==> src/hdl/fir_pkg.sv <==
package fir_pkg;

  ////////////////////////////////////////
  // filter geometry
  ////////////////////////////////////////
  localparam int num_taps   = 8;
  localparam int num_phases = 4;                   // taps per partition

  localparam int sample_w = 16;
  localparam int coeff_w  = 16;
  localparam int prod_w   = sample_w + coeff_w;    // full signed product
  localparam int acc_w    = 33;

  ////////////////////////////////////////
  // fixed-point words
  ////////////////////////////////////////
  typedef logic signed [sample_w-1:0] sample_t;    // sfix16_En15
  typedef logic signed [coeff_w-1:0]  coeff_t;     // sfix16_En16
  typedef logic signed [acc_w-1:0]    acc_t;       // sfix33_En31
  typedef logic [1:0]                 phase_t;

  typedef coeff_t coeff_set_t [num_taps];

  // symmetric low-pass set, tap 0 first
  localparam coeff_set_t default_coeffs = '{
    16'hDDBB,
    16'hEA8E,
    16'h33DB,
    16'h6808,
    16'h6808,
    16'h33DB,
    16'hEA8E,
    16'hDDBB
  };

  ////////////////////////////////////////
  // sequencer to MAC bundles
  ////////////////////////////////////////
  typedef struct packed {
    sample_t sample;                               // delayed input for this phase
    coeff_t  coeff;                                // matching coefficient
  } mac_operand_t;

  typedef struct packed {
    logic load;                                    // first phase, restart the sum
    logic step;                                    // accumulator enable
  } mac_ctrl_t;

endpackage
==> src/hdl/serial_fir.sv <==
`timescale 1ns/1ps

module serial_fir #(
  parameter fir_pkg::coeff_set_t coeffs = fir_pkg::default_coeffs
) (
  input  logic             clk,
  input  logic             reset,
  input  logic             in_valid,
  input  fir_pkg::sample_t in_data,
  input  logic             out_ready,
  output logic             in_ready,
  output logic             out_valid,
  output fir_pkg::acc_t    out_data
);

  fir_pkg::mac_operand_t op_lo;                    // taps 0-3
  fir_pkg::mac_operand_t op_hi;                    // taps 4-7
  fir_pkg::mac_ctrl_t    ctrl;                     // shared by both partitions
  fir_pkg::acc_t         acc_lo;
  fir_pkg::acc_t         acc_hi;
  logic                  done;
  logic                  free;

  tap_sequencer #(
    .coeffs   (coeffs)
  ) seq (
    .clk      (clk),
    .reset    (reset),
    .in_valid (in_valid),
    .in_data  (in_data),
    .free     (free),
    .in_ready (in_ready),
    .op_lo    (op_lo),
    .op_hi    (op_hi),
    .ctrl     (ctrl),
    .done     (done)
  );

  mac_partition mac_lo (.clk(clk), .reset(reset), .op(op_lo), .ctrl(ctrl), .acc(acc_lo));
  mac_partition mac_hi (.clk(clk), .reset(reset), .op(op_hi), .ctrl(ctrl), .acc(acc_hi));

  output_stage out (
    .clk       (clk),
    .reset     (reset),
    .acc_lo    (acc_lo),
    .acc_hi    (acc_hi),
    .done      (done),
    .out_ready (out_ready),
    .out_valid (out_valid),
    .out_data  (out_data),
    .free      (free)
  );

endmodule

==> src/hdl/output_stage.sv <==
`timescale 1ns/1ps

module output_stage (
  input  logic          clk,
  input  logic          reset,
  input  fir_pkg::acc_t acc_lo,
  input  fir_pkg::acc_t acc_hi,
  input  logic          done,
  input  logic          out_ready,
  output logic          out_valid,
  output fir_pkg::acc_t out_data,
  output logic          free
);

  fir_pkg::acc_t total;                            // sfix33_En31, cannot overflow
  logic          taken;

  assign total = acc_lo + acc_hi;
  assign taken = out_valid & out_ready;

  // room for a new result: empty, or the current one leaves this cycle
  assign free = ~out_valid | out_ready;

  ////////////////////////////////////////
  // result register
  ////////////////////////////////////////
  always_ff @(posedge clk or posedge reset) begin
    if (reset) begin
      out_data <= '0;
    end else if (done) begin
      out_data <= total;
    end
  end

  always_ff @(posedge clk or posedge reset) begin
    if (reset) begin
      out_valid <= 1'b0;
    end else if (done) begin
      out_valid <= 1'b1;                           // done only comes while free is high
    end else if (taken) begin
      out_valid <= 1'b0;
    end
  end

endmodule

==> src/hdl/mac_partition.sv <==
`timescale 1ns/1ps

module mac_partition (
  input  logic                  clk,
  input  logic                  reset,
  input  fir_pkg::mac_operand_t op,
  input  fir_pkg::mac_ctrl_t    ctrl,
  output fir_pkg::acc_t         acc
);

  localparam int ext_w = fir_pkg::acc_w - (fir_pkg::prod_w - 1);

  logic signed [fir_pkg::prod_w-1:0] product;      // sfix32_En31
  fir_pkg::acc_t                     prod_ext;     // sfix33_En31
  fir_pkg::acc_t                     acc_next;

  assign product = $signed(op.sample) * $signed(op.coeff);

  // top product bit is redundant for these operand ranges, drop it and re-extend
  assign prod_ext = {{ext_w{product[fir_pkg::prod_w-2]}}, product[fir_pkg::prod_w-2:0]};

  assign acc_next = ctrl.load ? prod_ext : acc + prod_ext;

  always_ff @(posedge clk or posedge reset) begin
    if (reset) begin
      acc <= '0;
    end else if (ctrl.step) begin
      acc <= acc_next;                             // held while the sequencer waits
    end
  end

endmodule

==> src/hdl/tap_sequencer.sv <==
`timescale 1ns/1ps

module tap_sequencer #(
  parameter fir_pkg::coeff_set_t coeffs = fir_pkg::default_coeffs
) (
  input  logic                  clk,
  input  logic                  reset,
  input  logic                  in_valid,
  input  fir_pkg::sample_t      in_data,
  input  logic                  free,
  output logic                  in_ready,
  output fir_pkg::mac_operand_t op_lo,
  output fir_pkg::mac_operand_t op_hi,
  output fir_pkg::mac_ctrl_t    ctrl,
  output logic                  done
);

  fir_pkg::sample_t taps [fir_pkg::num_taps];      // x[n] .. x[n-7]
  fir_pkg::phase_t  phase;
  logic             busy;                          // sample accepted, not yet handed off
  logic             hold;                          // all phases done, waiting on output
  logic             accept;
  logic             last_phase;

  assign in_ready   = ~busy;
  assign accept     = in_valid & in_ready;
  assign last_phase = (phase == fir_pkg::phase_t'(fir_pkg::num_phases - 1));
  assign done       = hold & free;                 // single cycle, busy drops after it

  ////////////////////////////////////////
  // delay line
  ////////////////////////////////////////
  always_ff @(posedge clk or posedge reset) begin
    if (reset) begin
      for (int i = 0; i < fir_pkg::num_taps; i++) begin
        taps[i] <= '0;
      end
    end else if (accept) begin
      taps[0] <= in_data;
      for (int i = 1; i < fir_pkg::num_taps; i++) begin
        taps[i] <= taps[i-1];
      end
    end
  end

  ////////////////////////////////////////
  // phase control
  ////////////////////////////////////////
  always_ff @(posedge clk or posedge reset) begin
    if (reset) begin
      busy  <= 1'b0;
      hold  <= 1'b0;
      phase <= '0;
    end else if (accept) begin
      busy  <= 1'b1;
      hold  <= 1'b0;
      phase <= '0;
    end else if (ctrl.step) begin
      phase <= phase + 1'b1;                       // wraps back to 0 after the last phase
      if (last_phase) begin
        hold <= 1'b1;
      end
    end else if (done) begin
      busy <= 1'b0;
      hold <= 1'b0;
    end
  end

  always_comb begin
    ctrl.step = busy & ~hold;
    ctrl.load = busy & ~hold & (phase == '0);
  end

  // operand select, lo half takes taps 0-3 and hi half taps 4-7
  always_comb begin
    op_lo.sample = taps[phase];
    op_lo.coeff  = coeffs[phase];
    op_hi.sample = taps[fir_pkg::num_phases + phase];
    op_hi.coeff  = coeffs[fir_pkg::num_phases + phase];
  end

endmodule

==> config.mk <==
export PLATFORM = sky130hd
export DESIGN_NAME = serial_fir
export DESIGN_NICKNAME = d
export VERILOG_FILES = /design/src/hdl/fir_pkg.sv /design/src/hdl/serial_fir.sv /design/src/hdl/output_stage.sv /design/src/hdl/mac_partition.sv /design/src/hdl/tap_sequencer.sv
export SDC_FILE = /design/constraint.sdc
export NUM_CORES = 2
export LEC_CHECK = 0
export BUFFER_PORTS_ARGS = -buffer_cell sky130_fd_sc_hd__buf_2
export CAP_MARGIN = 0
export CELL_PAD_IN_SITES_DETAIL_PLACEMENT = 0
export CELL_PAD_IN_SITES_GLOBAL_PLACEMENT = 1
export CORE_UTILIZATION = 47
export CTS_CLUSTER_DIAMETER = 120
export DETAILED_ROUTE_END_ITERATION = 8
export PLACE_DENSITY_LB_ADDON = 0.1
export REMOVE_ABC_BUFFERS = 1
export SLEW_MARGIN = 20
export SYNTH_ARGS = -nofsm -noshare
export SYNTH_HDL_FRONTEND = slang
export SYNTH_HIERARCHICAL = 1
export SYNTH_SLANG_ARGS = --single-unit
==> constraint.sdc <==
create_clock -name clk -period 8.7 [get_ports clk]
set_input_delay 1.74 -clock clk [delete_from_list [all_inputs] [get_ports clk]]
set_output_delay 1.74 -clock clk [all_outputs]
set_load 0.05 [all_outputs]
==> Word level (Yosys, flattened, before mapping) <==
Memories as Yosys holds them, arrays and structs flattened.
Cells that the tools add are included.
{ "classes": {"mux": 22, "n_reduce_logical": 7, "addsub": 5, "eq_ne": 3, "n_mul": 2, "bitwise_logic": 11, "magnitude_cmp": 2} }
{ "op_table": {"columns": ["op", "n"], "rows": [
  ["$mux 16", 8],
  ["$bmux 16 s3", 2],
  ["$add 33x31->33", 2],
  ["$mux 33", 2],
  ["$mul 16x16->31", 2],
  ["$add 33x33->33", 1],
  ["$ge 33x4->1 const B", 1],
  ["$not 32->33", 1],
  ["$mux 1", 8],
  ["$reduce_bool 2->1", 3],
  ["$and 1x1->1", 5],
  ["$add 3x2->4 const A", 1],
  ["$ge 3x4->1 const B", 1],
  ["$mux 2", 2],
  ["$reduce_and 2->1", 2],
  ["$ne 3x1->1 const B", 1],
  ["$not 1->1", 3],
  ["$not 2->3", 1],
  ["$reduce_bool 3->1", 1],
  ["$add 2x1->2 const B", 1],
  ["$eq 2x2->1 const B", 1],
  ["$logic_not 2->1", 1],
  ["$ne 2x1->1 const B", 1],
  ["$or 1x1->1", 1]
]} }
{ "word_totals": {"elab_cells": 69, "reg_bits": 232, "n_memories": 2, "output_inout_bits": 35, "rom_bits": 256} }
{ "memory_table": {"columns": ["memory", "words", "width", "read_ports", "rd_clocked_by_memory_dff", "wr", "line_no", "source"], "rows": [
  ["(name not given)", 8, 16, 1, 0, 0, "tap_sequencer.sv:77", "op_lo.coeff = coeffs[phase];"],
  ["(name not given)", 8, 16, 1, 0, 0, "tap_sequencer.sv:79", "op_hi.coeff = coeffs[fir_pkg::num_phases + phase];"]
]} }

==> Logic depth before layout (Yosys ltp) <==
{ "depth": {"word_depth": 8, "mapped_depth": 39} }

==> By module <==
The synthesis kept the hierarchy.
{ "by_module_without_submodules": {"columns": ["module", "instances", "area_per_inst_um2", "seq_area_each_um2", "cells_per_inst"], "rows": [
  ["mac_partition at mac_hi", 1, 12902.4, 825.8, 1477],
  ["mac_partition at mac_lo", 1, 12871.1, 825.8, 1469],
  ["tap_sequencer", 1, 6167.2, 3303.2, 363],
  ["output_stage", 1, 3002.9, 850.8, 326]
]} }

==> Least setup slack after synthesis <==
OpenSTA, ideal clock, no wires.
{ "synth_path": {"kind": "register -> register", "startpoint": "register seq.phase[0]", "endpoint": "register mac_hi.acc[32]", "t_required_ns": 8.634, "arrival_ns": 8.756, "path_buffers": 4, "stages_incl_launch_ff": 34, "path_slack_ns": -0.121, "cell_sequence": "dfrtp_1 > buf_6 > buf_6 > mux4_1 > clkbuf_1 > nand2_1 > inv_1 > fa_1 > inv_1 > fa_1 > inv_1 > fa_1 > fa_1 > fa_1 > inv_1 > fa_1 > inv_1 > ha_1 > a21o_1 > or3_1 > or3_1 > a31o_2 > a21oi_1 > xnor2_1 > ha_1 > buf_4 > nand2_1 > nor3_1 > a2111oi_2 > a211o_1 > a31oi_1 > a21o_1 > a21oi_1 > o221a_2"} }
{ "synth_rtl": {"columns": ["element", "line_no", "source"], "rows": [
  ["from (decl)", "tap_sequencer.sv:19", "fir_pkg::phase_t phase;"],
  ["from (signal assigned)", "tap_sequencer.sv:59", "phase <= phase + 1'b1;"],
  ["to (signal assigned)", "mac_partition.sv:28", "acc <= acc_next;"],
  ["to (decl)", "mac_partition.sv:8", "output fir_pkg::acc_t acc"]
]} }

==> flow_summary.toml <==
[run_status]
status = "finished with violations"
violations = "design-rule violations"

[sta]
max-slew-margin-rel_pct = 40.0
worst_pin_slew_ns = 0.900
rsz0062_at_grt = "true"
setup_tns_ns = 0
final-setup-viol-count = 0
slew_violations = 0
finalHoldViolCount = 0
period_minus_slack_ns = 8.51
whs_ns = 0.489
fin_crit_sh_pct = 97.8
clock_skew_ns = 0.0356
timing.fmax_mhz = 118

[die]
core_sq_um = 73200
die_y_um = 275
io-pin-count = 55
die_x_um = 275
die-area_sq_um = 75400
start_util_pct = 47.7
row_count = 99

[place]
gp_congestion = 0.885
port_buffers = 54
dpl.hpwl_mm = 71.6
dpl.cell_count = 4759
place_area_sq_um = 37800

[clock_tree]
cts_hold_buffers = 0
cts_tree = "yes"
cts.sinks = 232
clk_path_buf_depth = 3
htree_num_levels = 1
cts.clk_slew.worst_paths_ns = 0.06
clockRootBuffer = "clkbuf_16"
clk_latency_ns = 0.59
cts_buffers = 30

[critical_path]
cp.arrival_ns = 9.04
slowest_stage = "fa_2"
worstSetupStartpointType = "flip-flop"
cpMostUsedCell = "a21o_1"
cp_max_fo = 6
slowest_delay_ns = 0.61
cp-end-kind = "flip-flop"
crit_type = "reg2reg"
worstPathRequired_ns = 9.23

[detailed_routing]
wl_per_cell_um = 18.2
vias = 25900
drc = 3
dr.pass1.iters = 7
viasPerCell = 5.33
wl_mm = 88.6
ant_nets = 0
drtIter0Drc = 1083

[synth]
ys.flop_type = "dfrtp_1"
synth_cell_types = 101
synth_edf_count = 0
syn_area_sq_um = 34900
yosysSeqAreaShare_pct = 16.6
syn_avg_cell_area_sq_um = 9.61
yosysWarnings = 6
async_flop_share_pct = 100
ys_ff_latch = 232
syn_inst = 3635

[grt]
grt_max_degree = 83
grt_pass1_vias = 26700
grtUsageTotal_pct = 23.7
grt_pass1_wl_mm = 143
antenna_found_initial = 0
grt_overflow = 0

[final_layout]
drive_above_1_share_pct = 21.3
fin_area_sq_um = 40300
nets = 4694
syn_to_final_growth_pct = 15.3
instances_no_fill = 4866
antennaDiodeCount = 0

[job]
maxCapViolCount = 0

[hold_path]
holdCritPathClass = "reg2reg"
## kinds of logic after synthesis
kind of cell | count (synthesis) | synth area share [%]
compound gates | 545 | 10.4
xor+xnor | 147 | 3.68
fa+ha+maj | 787 | 39.2
buf+inv | 778 | 9.02
flops | 232 | 16.6
mux | 206 | 7.95
other cells | 1 | 0.0107
simple gates | 939 | 13.0
## critical path, delay by kind of cell (launching register included)
family	cells	cell delay, ns
fa+ha+maj	8	3.72
compound gates	12	2.16
buf+inv	6	0.69
simple gates	4	0.65
flops	1	0.56
mux	1	0.55
xor+xnor	1	0.13
## layer usage
metal | GRT usage, % | wire length, um | up-vias
met2 | 40.2 | 43500 | 433
li1 | - | - | 12200
met5 | 0 | 0 | -
met4 | 3.99 | 1210 | 0
met1 | 33.3 | 40700 | 13200
met3 | 2.54 | 3170 | 62
## metrics by stage
step                      worst slack, ns  utilization [%]
final                               0.190             55.0
after global routing              -0.0789             55.0
after CTS                        0.000618             53.1
after detailed placement           -0.229             51.6
after global placement            -0.0817             51.6
after floorplan                     -2.89                -
## flip-flops by register name, indices dropped and copies added (netlist names)
register       count
seq/taps         128
out/out_data      33
out/out_valid      1
mac_hi/acc        33
mac_lo/acc        33
seq/phase          2
seq/hold           1
seq/busy           1
## synthesized netlist by cell type, drive strengths merged (5+ instances only)
cell	number	share of area, %
o21ai	89	1.3
nand3b	5	0.11
a211oi	19	0.46
o31ai	5	0.12
buf	53	1.2
a31oi	26	0.48
a31o	5	0.13
nand4	22	0.39
and3	7	0.13
nor2b	12	0.22
o211ai	16	0.39
ha	272	9.7
a2111oi	5	0.14
nor4	7	0.17
clkbuf	96	1.1
a211o	9	0.23
o22ai	5	0.090
inv	629	6.8
o21a	25	0.54
nand2	361	3.9
mux4	32	2.4
nor2	167	1.8
nor3	24	0.34
dfrtp	232	17
a21o	59	1.3
mux2	160	5.2
o31a	6	0.15
xnor2	101	2.5
fa	515	30
o221ai	8	0.20
mux2i	14	0.40
a21oi	197	2.9
o311ai	5	0.13
nor3b	8	0.19
o21bai	19	0.41
nand3	31	0.44
and2	249	4.5
xor2	46	1.2
nand2b	24	0.43
or3	11	0.21
## area by class of cell
cell class | instances | area (sq um)
Inverter | 629 | 2370
Clock inverter | 13 | 188
Clock buffer | 39 | 856
Sequential cell | 232 | 5810
Multi-Input combinational cell | 2626 | 26900
Timing Repair Buffer | 368 | 2940
Tap cell | 959 | 1200
Fill cell | 6618 | 32900
## final timing paths
check                                  from          endpoint  slack (ns)  cells past startpoint
max                            seq/phase[0]    mac_hi/acc[32]        0.19                     32
min                        out/out_data[30]  out/out_data[30]        0.49                      1
max reg2reg                    seq/phase[0]    mac_hi/acc[32]        0.19                     32
min reg2reg                out/out_data[30]  out/out_data[30]        0.49                      1
max in group asynchronous             reset      seq/taps[48]        6.08                      3
min in group asynchronous             reset     mac_hi/acc[8]        1.27                      2
## cells in the final DEF (no fill, tap or decap), types with 18 or more instances in the layout
cell type and instances:
nand4_1 22, nand2b_1 24, o21bai_1 18, inv_2 20, a31oi_1 23, mux4_2 28
ha_1 241, buf_12 18, inv_1 605, xor2_1 45, o21a_1 25, and2_1 235
dfrtp_1 230, nand2_1 344, fa_2 18, ha_4 26, mux2_2 159, nor2_1 161
o21ai_0 67, buf_4 278, a21oi_2 26, nor3_1 18, clkbuf_16 32, buf_2 54
a21o_1 59, a21oi_1 168, nand3_1 28, fa_1 497, xnor2_1 89
## what timing repair did
action,in CTS,in global routing
pin swaps,7,155
cloned,0,1
setup endpoints to repair,6,25
buffers inserted,6,51
gates resized for setup,38,219
Power is left out: the tool's default activity adds up to more than one toggle a clock period on the data nets, which glitch-free logic cannot reach.
